### src/chi_link_pkg.sv
`default_nettype none

package chi_link_pkg;

    // flit widths per channel
    localparam int unsigned REQ_FLIT_W = 32;
    localparam int unsigned RSP_FLIT_W = 24;
    localparam int unsigned DAT_FLIT_W = 48;

    typedef logic [REQ_FLIT_W-1:0] req_flit_t;
    typedef logic [RSP_FLIT_W-1:0] rsp_flit_t;
    typedef logic [DAT_FLIT_W-1:0] dat_flit_t;

    // fields shared by every flit type
    localparam int unsigned OPCODE_LSB = 0;
    localparam int unsigned OPCODE_W   = 4;
    localparam int unsigned SRCID_LSB  = 4;
    localparam int unsigned SRCID_W    = 7;

    // link credit return opcode, same on all channels
    localparam logic [OPCODE_W-1:0] LCRD_RETURN_OP = 4'h0;

    localparam int unsigned LCRD_NUM_DEF = 15;

    // encoded as {linkactivereq, linkactiveack}
    typedef enum logic [1:0] {
        STOP       = 2'b00,
        ACTIVATE   = 2'b10,
        RUN        = 2'b11,
        DEACTIVATE = 2'b01
    } link_state_t;

endpackage

`default_nettype wire

### src/lcrd_counter.sv
`timescale 1ns/1ps
`default_nettype none

module lcrd_counter #(
    parameter int unsigned INIT_CNT = 0,
    parameter int unsigned MAX_CNT  = 15
) (
    input  logic clk_i,
    input  logic rst_i,
    input  logic inc_i,
    input  logic dec_i,
    output logic avail_o,
    output logic full_o
);

    localparam int unsigned CNT_W = $clog2(MAX_CNT + 1);

    localparam logic [CNT_W-1:0] INIT_VAL = CNT_W'(INIT_CNT);
    localparam logic [CNT_W-1:0] MAX_VAL  = CNT_W'(MAX_CNT);

    logic [CNT_W-1:0] cnt_q;

    // inc and dec together cancel out
    always_ff @(posedge clk_i or posedge rst_i) begin
        if (rst_i) begin
            cnt_q <= INIT_VAL;
        end else if (inc_i && !dec_i && !full_o) begin
            cnt_q <= cnt_q + 1'b1;
        end else if (dec_i && !inc_i && avail_o) begin
            cnt_q <= cnt_q - 1'b1;
        end
    end

    assign avail_o = (cnt_q != '0);
    assign full_o  = (cnt_q == MAX_VAL);

endmodule

`default_nettype wire

### src/link_fsm.sv
`timescale 1ns/1ps
`default_nettype none

module link_fsm (
    input  logic clk_i,
    input  logic rst_i,

    input  logic link_en_i,

    // transmit direction handshake
    input  logic txlinkactiveack_i,
    output logic txlinkactivereq_o,

    // receive direction handshake
    input  logic rxlinkactivereq_i,
    output logic rxlinkactiveack_o,

    // all receive credits back home
    input  logic rsp_crd_full_i,
    input  logic dat_crd_full_i,

    output logic tx_run_o,
    output logic tx_return_o,
    output logic rx_crd_en_o
);

    chi_link_pkg::link_state_t tx_state;
    chi_link_pkg::link_state_t rx_state;

    logic rx_crd_home;

    // ************************************************************************
    // transmit side
    // ************************************************************************

    // request only once the partner has finished the previous deactivation
    always_ff @(posedge clk_i or posedge rst_i) begin
        if (rst_i) begin
            txlinkactivereq_o <= 1'b0;
        end else if (!link_en_i) begin
            txlinkactivereq_o <= 1'b0;
        end else if (!txlinkactiveack_i) begin
            txlinkactivereq_o <= 1'b1;
        end
    end

    assign tx_state = chi_link_pkg::link_state_t'({txlinkactivereq_o, txlinkactiveack_i});

    assign tx_run_o    = (tx_state == chi_link_pkg::RUN);
    assign tx_return_o = (tx_state == chi_link_pkg::DEACTIVATE);

    // ************************************************************************
    // receive side
    // ************************************************************************

    assign rx_state = chi_link_pkg::link_state_t'({rxlinkactivereq_i, rxlinkactiveack_o});

    assign rx_crd_home = rsp_crd_full_i & dat_crd_full_i;

    // ack drops only after the partner has returned every credit
    always_ff @(posedge clk_i or posedge rst_i) begin
        if (rst_i) begin
            rxlinkactiveack_o <= 1'b0;
        end else if (rx_state == chi_link_pkg::ACTIVATE) begin
            rxlinkactiveack_o <= 1'b1;
        end else if (rx_state == chi_link_pkg::DEACTIVATE && rx_crd_home) begin
            rxlinkactiveack_o <= 1'b0;
        end
    end

    // credits are handed out only in run
    assign rx_crd_en_o = (rx_state == chi_link_pkg::RUN);

endmodule

`default_nettype wire

### src/rx_chan.sv
`timescale 1ns/1ps
`default_nettype none

module rx_chan #(
    parameter type         flit_t   = chi_link_pkg::rsp_flit_t,
    parameter int unsigned LCRD_NUM = chi_link_pkg::LCRD_NUM_DEF
) (
    input  logic  clk_i,
    input  logic  rst_i,

    // network side
    input  logic  flitv_i,
    input  flit_t flit_i,
    input  logic  crd_en_i,
    output logic  lcrdv_o,
    output logic  crd_full_o,

    // local side
    output logic  valid_o,
    output flit_t flit_o
);

    logic  flitv_q;
    flit_t flit_q;
    logic  crd_avail;
    logic  crd_grant;

    always_ff @(posedge clk_i or posedge rst_i) begin
        if (rst_i) begin
            flitv_q <= 1'b0;
        end else begin
            flitv_q <= flitv_i;
        end
    end

    always_ff @(posedge clk_i) begin
        if (flitv_i) begin
            flit_q <= flit_i;
        end
    end

    // credit returns are consumed here
    assign valid_o = flitv_q &
        (flit_q[chi_link_pkg::OPCODE_LSB +: chi_link_pkg::OPCODE_W] !=
         chi_link_pkg::LCRD_RETURN_OP);
    assign flit_o  = flit_q;

    // one grant per cycle while enabled
    assign crd_grant = crd_avail & crd_en_i;

    always_ff @(posedge clk_i or posedge rst_i) begin
        if (rst_i) begin
            lcrdv_o <= 1'b0;
        end else begin
            lcrdv_o <= crd_grant;
        end
    end

    // every received flit brings its credit back
    lcrd_counter #(
        .INIT_CNT (LCRD_NUM),
        .MAX_CNT  (LCRD_NUM)
    ) lcrd_counter_i (
        .clk_i   (clk_i),
        .rst_i   (rst_i),
        .inc_i   (flitv_q),
        .dec_i   (crd_grant),
        .avail_o (crd_avail),
        .full_o  (crd_full_o)
    );

endmodule

`default_nettype wire

### src/tx_req_chan.sv
`timescale 1ns/1ps
`default_nettype none

module tx_req_chan #(
    parameter logic [chi_link_pkg::SRCID_W-1:0] NODE_ID  = '0,
    parameter int unsigned                      LCRD_NUM = chi_link_pkg::LCRD_NUM_DEF
) (
    input  logic                  clk_i,
    input  logic                  rst_i,

    input  logic                  tx_run_i,
    input  logic                  tx_return_i,

    input  logic                  lcrdv_i,

    // read source
    input  logic                  rd_valid_i,
    input  chi_link_pkg::req_flit_t rd_flit_i,
    output logic                  rd_ready_o,

    // write source
    input  logic                  wr_valid_i,
    input  chi_link_pkg::req_flit_t wr_flit_i,
    output logic                  wr_ready_o,

    // network side
    output logic                  flitv_o,
    output chi_link_pkg::req_flit_t flit_o
);

    logic                    crd_avail;
    logic                    send_ok;
    logic                    prio_wr_q;
    logic                    sel_rd;
    logic                    sel_wr;
    logic                    lcrd_ret;
    logic                    sent;
    chi_link_pkg::req_flit_t ret_flit;
    chi_link_pkg::req_flit_t next_flit;
    chi_link_pkg::req_flit_t flit_q;

    // ************************************************************************
    // round robin between read and write
    // ************************************************************************

    assign sel_wr = wr_valid_i & (!rd_valid_i | prio_wr_q);
    assign sel_rd = rd_valid_i & (!wr_valid_i | !prio_wr_q);

    // read goes first out of reset
    always_ff @(posedge clk_i or posedge rst_i) begin
        if (rst_i) begin
            prio_wr_q <= 1'b0;
        end else if (rd_ready_o) begin
            prio_wr_q <= 1'b1;
        end else if (wr_ready_o) begin
            prio_wr_q <= 1'b0;
        end
    end

    assign send_ok    = tx_run_i & crd_avail;
    assign rd_ready_o = sel_rd & send_ok;
    assign wr_ready_o = sel_wr & send_ok;

    // ************************************************************************
    // credit return and output register
    // ************************************************************************

    always_comb begin
        ret_flit = '0;
        ret_flit[chi_link_pkg::OPCODE_LSB +: chi_link_pkg::OPCODE_W] =
            chi_link_pkg::LCRD_RETURN_OP;
        ret_flit[chi_link_pkg::SRCID_LSB +: chi_link_pkg::SRCID_W] = NODE_ID;
    end

    // drain held credits while deactivating
    assign lcrd_ret = tx_return_i & crd_avail;
    assign sent     = rd_ready_o | wr_ready_o | lcrd_ret;

    assign next_flit = lcrd_ret ? ret_flit :
                       sel_wr   ? wr_flit_i : rd_flit_i;

    always_ff @(posedge clk_i or posedge rst_i) begin
        if (rst_i) begin
            flitv_o <= 1'b0;
        end else begin
            flitv_o <= sent;
        end
    end

    always_ff @(posedge clk_i) begin
        if (sent) begin
            flit_q <= next_flit;
        end
    end

    assign flit_o = flit_q;

    // starts empty, filled by the partner
    lcrd_counter #(
        .INIT_CNT (0),
        .MAX_CNT  (LCRD_NUM)
    ) lcrd_counter_i (
        .clk_i   (clk_i),
        .rst_i   (rst_i),
        .inc_i   (lcrdv_i),
        .dec_i   (sent),
        .avail_o (crd_avail),
        .full_o  ()
    );

endmodule

`default_nettype wire

### src/chi_link_ctl.sv
`timescale 1ns/1ps
`default_nettype none

module chi_link_ctl #(
    parameter logic [chi_link_pkg::SRCID_W-1:0] NODE_ID  = 7'h11,
    parameter int unsigned                      LCRD_NUM = chi_link_pkg::LCRD_NUM_DEF
) (
    input  logic                    clk_i,
    input  logic                    rst_i,
    input  logic                    link_en_i,

    // link handshake
    output logic                    txlinkactivereq_o,
    input  logic                    txlinkactiveack_i,
    input  logic                    rxlinkactivereq_i,
    output logic                    rxlinkactiveack_o,

    // receive channels
    input  logic                    rxrspflitv_i,
    input  chi_link_pkg::rsp_flit_t rxrspflit_i,
    output logic                    rxrsplcrdv_o,
    input  logic                    rxdatflitv_i,
    input  chi_link_pkg::dat_flit_t rxdatflit_i,
    output logic                    rxdatlcrdv_o,

    // transmit request channel
    output logic                    txreqflitv_o,
    output chi_link_pkg::req_flit_t txreqflit_o,
    input  logic                    txreqlcrdv_i,

    // local request sources
    input  logic                    rd_req_valid_i,
    input  chi_link_pkg::req_flit_t rd_req_flit_i,
    output logic                    rd_req_ready_o,
    input  logic                    wr_req_valid_i,
    input  chi_link_pkg::req_flit_t wr_req_flit_i,
    output logic                    wr_req_ready_o,

    // local receive outputs
    output logic                    rsp_valid_o,
    output chi_link_pkg::rsp_flit_t rsp_flit_o,
    output logic                    dat_valid_o,
    output chi_link_pkg::dat_flit_t dat_flit_o
);

    logic tx_run;
    logic tx_return;
    logic rx_crd_en;
    logic rsp_crd_full;
    logic dat_crd_full;

    link_fsm link_fsm_i (
        .clk_i             (clk_i),
        .rst_i             (rst_i),
        .link_en_i         (link_en_i),
        .txlinkactiveack_i (txlinkactiveack_i),
        .txlinkactivereq_o (txlinkactivereq_o),
        .rxlinkactivereq_i (rxlinkactivereq_i),
        .rxlinkactiveack_o (rxlinkactiveack_o),
        .rsp_crd_full_i    (rsp_crd_full),
        .dat_crd_full_i    (dat_crd_full),
        .tx_run_o          (tx_run),
        .tx_return_o       (tx_return),
        .rx_crd_en_o       (rx_crd_en)
    );

    rx_chan #(
        .flit_t   (chi_link_pkg::rsp_flit_t),
        .LCRD_NUM (LCRD_NUM)
    ) rx_rsp_i (
        .clk_i      (clk_i),
        .rst_i      (rst_i),
        .flitv_i    (rxrspflitv_i),
        .flit_i     (rxrspflit_i),
        .crd_en_i   (rx_crd_en),
        .lcrdv_o    (rxrsplcrdv_o),
        .crd_full_o (rsp_crd_full),
        .valid_o    (rsp_valid_o),
        .flit_o     (rsp_flit_o)
    );

    rx_chan #(
        .flit_t   (chi_link_pkg::dat_flit_t),
        .LCRD_NUM (LCRD_NUM)
    ) rx_dat_i (
        .clk_i      (clk_i),
        .rst_i      (rst_i),
        .flitv_i    (rxdatflitv_i),
        .flit_i     (rxdatflit_i),
        .crd_en_i   (rx_crd_en),
        .lcrdv_o    (rxdatlcrdv_o),
        .crd_full_o (dat_crd_full),
        .valid_o    (dat_valid_o),
        .flit_o     (dat_flit_o)
    );

    tx_req_chan #(
        .NODE_ID  (NODE_ID),
        .LCRD_NUM (LCRD_NUM)
    ) tx_req_i (
        .clk_i       (clk_i),
        .rst_i       (rst_i),
        .tx_run_i    (tx_run),
        .tx_return_i (tx_return),
        .lcrdv_i     (txreqlcrdv_i),
        .rd_valid_i  (rd_req_valid_i),
        .rd_flit_i   (rd_req_flit_i),
        .rd_ready_o  (rd_req_ready_o),
        .wr_valid_i  (wr_req_valid_i),
        .wr_flit_i   (wr_req_flit_i),
        .wr_ready_o  (wr_req_ready_o),
        .flitv_o     (txreqflitv_o),
        .flit_o      (txreqflit_o)
    );

endmodule

`default_nettype wire

### config.mk
export PLATFORM = sky130hd
export DESIGN_NAME = chi_link_ctl
export DESIGN_NICKNAME = d
export VERILOG_FILES = /design/src/chi_link_pkg.sv /design/src/lcrd_counter.sv /design/src/link_fsm.sv /design/src/rx_chan.sv /design/src/tx_req_chan.sv /design/src/chi_link_ctl.sv
export SDC_FILE = /design/constraint.sdc
export NUM_CORES = 1
export LEC_CHECK = 0
export ABC_AREA = 1
export BUFFER_PORTS_ARGS = -buffer_cell sky130_fd_sc_hd__buf_2
export CORE_ASPECT_RATIO = 1.25
export CORE_MARGIN = 8
export CORE_UTILIZATION = 49
export CTS_CLUSTER_DIAMETER = 150
export DETAILED_ROUTE_END_ITERATION = 12
export GPL_TIMING_DRIVEN = 0
export PLACE_DENSITY = 0.85
export SYNTH_ARGS = -nofsm -noshare
export SYNTH_HDL_FRONTEND = slang
export SYNTH_HIERARCHICAL = 1
export SYNTH_SLANG_ARGS = --single-unit
### constraint.sdc
create_clock -name clk_i -period 5.5 [get_ports clk_i]
set_input_delay 1.1 -clock clk_i [delete_from_list [all_inputs] [get_ports clk_i]]
set_output_delay 1.1 -clock clk_i [all_outputs]
set_load 0.02 [all_outputs]
==> run_results.csv, run 1 <==
group,metric,value,unit
power,peakVddDrop,0.276,mV
sta,clock.fmax,275,MHz
die,die_h,131,um
worst_hold_path,hold_class,"reg2reg",
power,leakagePower,0.00369,uW
grt,grt_use_met1,21.0,%
synthesis,syn_inst,471,
clocking,htreeDepth,4,
die,rows,42,
clocking,cts_sinks,124,
worst_setup_path,endpoint_kind,"flop",
power,p_per_area,454,nW/um^2
cells_and_area,syn_to_final_growth,39.2,%
drt,drt-vias-per-instance,4.87,
synthesis,seq_area_frac_synth,69.6,%
placement,io_buffer_count,257,
clocking,cts_buffers,17,
cells_and_area,drive_gt1_share,43.4,%
power,power_frac_seq,40.5,%
grt,met3_usage,11.1,%
synthesis,ys_async_sr_fraction,16.1,%
power,combPwrFrac,26.4,%
placement,place_congestion,0.898,
drt,drc_errors,0,
die,coreArea,10500,sq um
cells_and_area,n_antenna_cell,0,
grt,overflow,0,
sta,whs,0.493,ns
worst_setup_path,rr_worst_depth,16,
clocking,cts_hold_buf,0,
outcome,status,"finished, final reports clean",
worst_hold_path,min_path_cells,2,
grt,use_met2,38.6,%
die,io_pins,259,
drt,first_pass_iters,4,
die,start_util,49.7,%
worst_setup_path,worstPathCellList,"buf_2 -> inv_1 -> nor2_1 -> nand2_1 -> buf_2 -> nand3_2 -> inv_1 -> nand2_1 -> nor2_2 -> clkinv_2 -> ha_1 -> nand2_1 -> nand2_1 -> nor2_1 -> nand2_1 -> nand3_1 -> nand2_1",
clocking,clock_path_buffers,2,
power,p_int,2220,uW
synthesis,ys_seq_elements,124,
power,power.net_switching,1080,uW
clocking,clock_latency,0.40,ns
cells_and_area,layout.nets,902,
synthesis,synth_top_cell_by_area,"edfxtp_1",
worst_setup_path,r2r_start,"tx_req_i/lcrd_counter_i/cnt_q[0]",
synthesis,yosysWarnings,6,
power,total_power,3300,uW
synthesis,netlist_area,5220,sq um
sta,maxSlewViolCount,0,
job,drv_cap,0,
sta,tightest_slew,1.04,ns
sta,relSlewSlack,31.0,%
sta,rsz0062_at_grt,"false",
clocking,cts_setup_buffers,0,
synthesis,synth_top_area_share,59.8,%
worst_setup_path,cp_max_fo,35,
worst_setup_path,r2r-end,"tx_req_i/lcrd_counter_i/cnt_q[3]",
worst_setup_path,worstPathRequired,5.79,ns
die,die_width,108,um
worst_hold_path,hold_end,"link_fsm_i/rxlinkactiveack_o",
worst_setup_path,crit_top_cell,"nand2_1",
placement,hpwl,12700,um
worst_setup_path,critical_path_class,"in2reg",
drt,drt_wl_total,15600,um
sta,finalCritPeriodShare,66.0,%
grt,grt_max_degree,50,
sta,hold_viol_final,0,
clocking,clk_pin_slew,0.06,ns
grt,top_usage_layer,"met2",
synthesis,yosys.cell_types.count,20,
synthesis,yosys-top-cells-area,"edfxtp_1, nand2_1, dfrtp_1",
drt,wire_per_inst,17.5,um
synthesis,synth_edf_count,104,
worst_setup_path,cp_slowest_cell,"nand3_2",
drt,drtIter0Drc,202,
synthesis,syn_avg_cell_area,11.1,sq um
clocking,cts_root_buf,"clkbuf_16",
die,fp.dieArea,14200,sq um
worst_setup_path,slowest_delay,0.73,ns
clocking,cts_resized,0,
sta,finalSetupViolations,0,
sta,period_minus_slack,3.63,ns
power,switching_share,32.8,%
drt,drtAntennaViolNets,0,
clocking,cts_tree,"built",
power,clockPowerShare,33.0,%
worst_setup_path,cp-start-kind,"input port",
grt,grt_pass1_vias,4620,
grt,grt_pass1_wl,23600,um
worst_setup_path,r2r_slack,2.04,ns
synthesis,ys.flop_type,"edfxtp_1",
synthesis,netlist_top_cells_count,"edfxtp_1, nand2_1, nor2_1, inv_1, nand3_1",
sta,finClkSkew,0.00622,ns
drt,vias,4345,
worst_setup_path,crit_arrival,3.93,ns
worst_hold_path,hp-start,"link_fsm_i/rxlinkactiveack_o",
grt,grt_usage,21.7,%
sta,fin_tns_setup,0,ns
synthesis,synthesis.nets,626,
grt,antenna_found_initial,6,
==> worst max-delay path, delay by kind of cell <==
family,cells,cell delay [ns]
buffers and inverters,5,0.79
adder cells (fa/ha/maj),1,0.34
AND/OR/NAND/NOR,11,1.65
==> flip-flops by register name (all words and copies together), names as in the netlist <==
name,count
rx_dat_i/flitv_q,1
tx_req_i/flitv_o,1
rx_rsp_i/flitv_q,1
rx_rsp_i/lcrd_counter_i/cnt_q,4
tx_req_i/prio_wr_q,1
tx_req_i/lcrd_counter_i/cnt_q,4
rx_dat_i/lcrdv_o,1
link_fsm_i/txlinkactivereq_o,1
rx_dat_i/lcrd_counter_i/cnt_q,4
rx_dat_i/flit_o,48
link_fsm_i/rxlinkactiveack_o,1
rx_rsp_i/lcrdv_o,1
rx_rsp_i/flit_o,24
tx_req_i/flit_o,32
==> cell type report <==
type	instances	area, sq um
Sequential cell	124	3630
Inverter	74	282
Multi-Input combinational cell	260	1210
Clock buffer	17	425
Timing Repair Buffer	257	1290
Clock inverter	15	166
Tap cell	132	165
Buffer	13	93.8
Fill cell	774	3240
==> cells in the final DEF, fill, tap and decap left out <==
cell,Yosys,routed
fa_1,3,3
xor2_1,3,3
nor2_2,6,6
inv_1,68,68
clkinv_4,0,4
nand2_4,1,1
clkinv_2,3,4
nand2_1,104,104
inv_2,3,3
inv_8,0,2
dfstp_2,8,8
buf_2,6,263
nand2_2,4,4
a21oi_1,2,2
ha_1,6,6
nand3_2,0,1
inv_6,0,2
bufinv_16,0,2
buf_4,4,4
nor2_1,74,74
dfrtp_1,12,12
clkinv_1,0,1
a21oi_2,3,3
edfxtp_1,104,104
buf_6,3,3
clkbuf_16,0,17
nand3_1,54,53
clkinvlp_4,0,3
==> through the flow <==
| step | util (%) | cells | setup WS [ns] | cell area [sq um] |
|---|---|---|---|---|
| floorplan | - | 471 | 1.81 | 5220 |
| global placement | 63.5 | 860 | 1.03 | 6670 |
| CTS | 69.1 | 892 | 1.88 | 7270 |
| global route | 69.1 | 892 | 1.61 | 7270 |
| finish | 69.1 | 892 | 1.87 | 7270 |
| detailed placement | 63.5 | 860 | 1.46 | 6680 |
==> power groups by stage <==
stage	clock [uW]	combinational (uW)	sequential (uW)
2_1_floorplan	0	448	1470
3_3_place_gp	0	827	1340
3_5_place_dp	0	868	1350
4_1_cts	1110	876	1340
5_1_grt	1150	961	1360
6_report	1090	872	1340
==> how the worst max path moves through the flow <==
stage | from | to | slack (ns)
after floorplan | txlinkactiveack_i | tx_req_i/lcrd_counter_i/cnt_q[3] | 1.81
after global placement | txlinkactiveack_i | tx_req_i/lcrd_counter_i/cnt_q[3] | 1.03
after detailed placement | txlinkactiveack_i | tx_req_i/lcrd_counter_i/cnt_q[3] | 1.46
after CTS | txlinkactiveack_i | tx_req_i/lcrd_counter_i/cnt_q[3] | 1.88
after global routing | txlinkactiveack_i | tx_req_i/lcrd_counter_i/cnt_q[3] | 1.61
final | txlinkactiveack_i | tx_req_i/lcrd_counter_i/cnt_q[3] | 1.87
==> logic make-up after synthesis <==
family | Yosys count | synth area share [%]
AO/OA/AOI/OAI | 5 | 0.695
buffers and inverters | 87 | 7.19
flip-flops | 124 | 69.6
XOR/XNOR | 3 | 0.504
adder cells (fa/ha/maj) | 9 | 2.59
AND/OR/NAND/NOR | 243 | 19.4
==> routing by layer <==
metal	part of all wire, %	up-vias	routed length [um]
li1	-	2073	-
met1	33	1980	5230
met2	51	254	7940
met3	14	28	2150
met4	1.6	10	248
met5	0.36	-	56
(Power assumes the default switching activity.)
==> inputs of run 2 (changes only) <==
- ABC_AREA: 1 -> 0
- CORE_UTILIZATION: 49 -> 41
- PLACE_DENSITY: 0.85 -> 0.76
- clock period: 5.5 -> 3.3 ns (I/O delays scaled with it)
==> run 2 against run 1 <==
  * Hold slack worse by 0.32 ns
  * Clock power up 74%
  * Synthesized area down 3.8%
  * Critical path type is now reg2reg
  * Largest cell class unchanged
==> run_results.csv, run 2 <==
group,metric,value,unit
outcome,status,"finished, final reports clean",
cells_and_area,syn_to_final_growth,42.0,%
clocking,cts_sinks,124,
die,fp.dieArea,16100,sq um
drt,drc_errors,0,
power,power.net_switching,1550,uW
drt,drtIter0Drc,160,
grt,grt_pass1_wl,20300,um
power,clockPowerShare,35.6,%
synthesis,yosysMostFrequentCell,"edfxtp_1",
synthesis,synthesis.nets,468,
cells_and_area,mostFrequentLayoutCells,"buf_2, edfxtp_1, nand3_1",
worst_setup_path,slowest_delay,0.62,ns
synthesis,synth_edf_count,104,
sta,period_minus_slack,2.98,ns
die,die_h,140,um
die,coreArea,12000,sq um
job,drv_cap,0,
worst_setup_path,cpLargestDelayFamily,"simple AND/OR/NAND/NOR gates",
sta,whs,0.172,ns
grt,antenna_found_initial,1,
sta,clock.fmax,336,MHz
drt,drt_wl_total,13500,um
power,peakVddDrop,0.439,mV
grt,grt_usage,16.4,%
placement,place_congestion,0.908,
power,leakagePower,0.00316,uW
clocking,clk_pin_slew,0.06,ns
die,start_util,41.7,%
synthesis,syn_inst,313,
synthesis,seq_area_frac_synth,72.3,%
placement,hpwl,10800,um
sta,hold_viol_final,0,
clocking,htreeDepth,4,
cells_and_area,fillCellCount,978,
grt,overflow,0,
clocking,cts_tree,"built",
synthesis,ys_seq_elements,124,
synthesis,yosysWarnings,6,
cells_and_area,n_antenna_cell,0,
sta,maxSlewViolCount,0,
drt,first_pass_iters,4,
die,io_pins,259,
synthesis,netlist_area,5020,sq um
placement,io_buffer_count,257,
power,p_int,3790,uW
worst_setup_path,cp_max_fo,35,
clocking,cts_buffers,17,
worst_setup_path,cp.buffers_inverters,0,
power,combPwrFrac,23.5,%
synthesis,netlist_top_cells_count,"edfxtp_1, nand3_1, a21boi_1, o21ai_1, dfrtp_1",
clocking,clock_path_buffers,2,
drt,wire_per_inst,17.6,um
cells_and_area,layout.nets,744,
synthesis,yosys-top-cells-area,"edfxtp_1, dfrtp_1, a21boi_1",
sta,rsz0062_at_grt,"false",
grt,grt_pass1_vias,4032,
worst_setup_path,worstPathRequired,3.62,ns
sta,tightest_slew,1.03,ns
synthesis,synth_top_cell_by_area,"edfxtp_1",
worst_setup_path,cp-start-kind,"flop",
sta,relSlewSlack,31.3,%
cells_and_area,largest_reg_flops,48,
worst_hold_path,hold_class,"in2async",
cells_and_area,drive_gt1_share,55.5,%
worst_setup_path,worstPathCellList,"or4_4 -> o21a_4 -> or3b_4 -> ha_1 -> a21o_1 -> a21oi_1 -> mux2i_1 -> xor2_1",
drt,drtAntennaViolNets,0,
synthesis,ys.flop_type,"edfxtp_1",
power,power_frac_seq,40.9,%
synthesis,yosys.cell_types.count,36,
worst_setup_path,crit_arrival,3.30,ns
drt,drt-vias-per-instance,4.82,
sta,finalSetupViolations,0,
sta,finalCritPeriodShare,90.2,%
grt,grt_max_degree,50,
synthesis,syn_avg_cell_area,16.0,sq um
clocking,clock_latency,0.40,ns
synthesis,ys_async_sr_fraction,16.1,%
cells_and_area,final_common_cell,"buf_2",
power,switching_share,29.0,%
worst_setup_path,cp_slowest_cell,"or4_4",
power,p_per_area,748,nW/um^2
clocking,cts_root_buf,"clkbuf_16",
sta,finClkSkew,0.00626,ns
drt,vias,3691,
clocking,cts_setup_buffers,0,
worst_setup_path,critical_path_class,"reg2reg",
die,rows,45,
die,die_width,115,um
cells_and_area,final_util,59.2,%
worst_setup_path,endpoint_kind,"flop",
synthesis,synth_top_area_share,62.2,%
-- run 2: cell count changes after synthesis, sizes merged, moves of 19 or more --
| cell | before | now |
|---|---|---|
| nor2 | 80 | 0 |
| nand2 | 109 | 6 |
| nand3 | 54 | 35 |
| a21boi | 0 | 30 |
| inv | 71 | 8 |
| o21ai | 0 | 34 |
-- run 2: power groups by stage --
stage / combinational [uW] / sequential, uW / clock (uW)
after floorplan: 663 / 2390 / 0
after global placement: 1210 / 2200 / 0
after detailed placement: 1260 / 2220 / 0
after CTS: 1270 / 2190 / 1950
after global routing: 1370 / 2220 / 2010
final: 1260 / 2180 / 1900
-- run 2: per-layer routing --
layer  track usage (%)  share of wire (%)
met5                 0              0.097
met4              5.83                1.4
met3              9.22                 15
met2              28.3                 50
met1              15.7                 34
-- run 2: area by class of cell --
type                       count  area (sq um)  share of cell area [%]
timing repair buffer         257          1290                    18.0
clock inverter                15           186                    2.61
multi-input combinational    165          1270                    17.8
tap                          164           205                    2.88
sequential                   124          3630                    50.9
buffer                        16          95.1                    1.33
inverter                       8          30.0                   0.421
clock buffer                  17           425                    5.96
-- run 2: timing repair --
action                                 4_1_cts  5_1_grt
endpoints found under the hold margin        0        0
setup endpoints to repair                    0        1
resized for setup                            0        1
hold buffers                                 0        0
-- run 2: kinds of logic after synthesis --
group / Yosys count / share of synthesized area (%)
compound gates: 76 / 9.62
fa+ha+maj: 9 / 2.69
buf+inv: 24 / 2.49
mux: 9 / 2.39
flops: 124 / 72.3
xor+xnor: 9 / 1.57
simple gates: 62 / 8.89
-- run 2: worst paths after layout --
kind,slack [ns],cells after the start,start,end
max,0.32,8,tx_req_i/lcrd_counter_i/cnt_q[1],tx_req_i/lcrd_counter_i/cnt_q[3]
min,0.17,2,rst_i,rx_rsp_i/lcrdv_o
max reg2reg,0.32,8,tx_req_i/lcrd_counter_i/cnt_q[1],tx_req_i/lcrd_counter_i/cnt_q[3]
min reg2reg,0.50,1,link_fsm_i/rxlinkactiveack_o,link_fsm_i/rxlinkactiveack_o
max in group asynchronous,2.87,2,rst_i,rx_rsp_i/lcrd_counter_i/cnt_q[1]
min in group clk_i,0.43,1,rxrspflit_i[0],rx_rsp_i/flit_o[0]
-- run 2: worst register-to-register path, cell delays in order, from the launching register on --
cell and delay, ns:
dfrtp_1 0.45, or4_4 0.62, o21a_4 0.30, or3b_4 0.51, ha_1 0.30, a21o_1 0.15, a21oi_1 0.17, mux2i_1 0.24
xor2_1 0.17
-- run 2: metrics by stage --
step           setup TNS (ns)  total power [uW]  worst slack, ns  cells  area (sq um)
6_report                    0              5340            0.325    766          7130
5_1_grt                     0              5590            0.191    766          7130
4_1_cts                     0              5410            0.125    766          7130
3_5_place_dp                0              3480           0.0680    734          6520
3_3_place_gp           -0.412              3410           -0.275    734          6510
2_1_floorplan               0              3050            0.144    313          5020
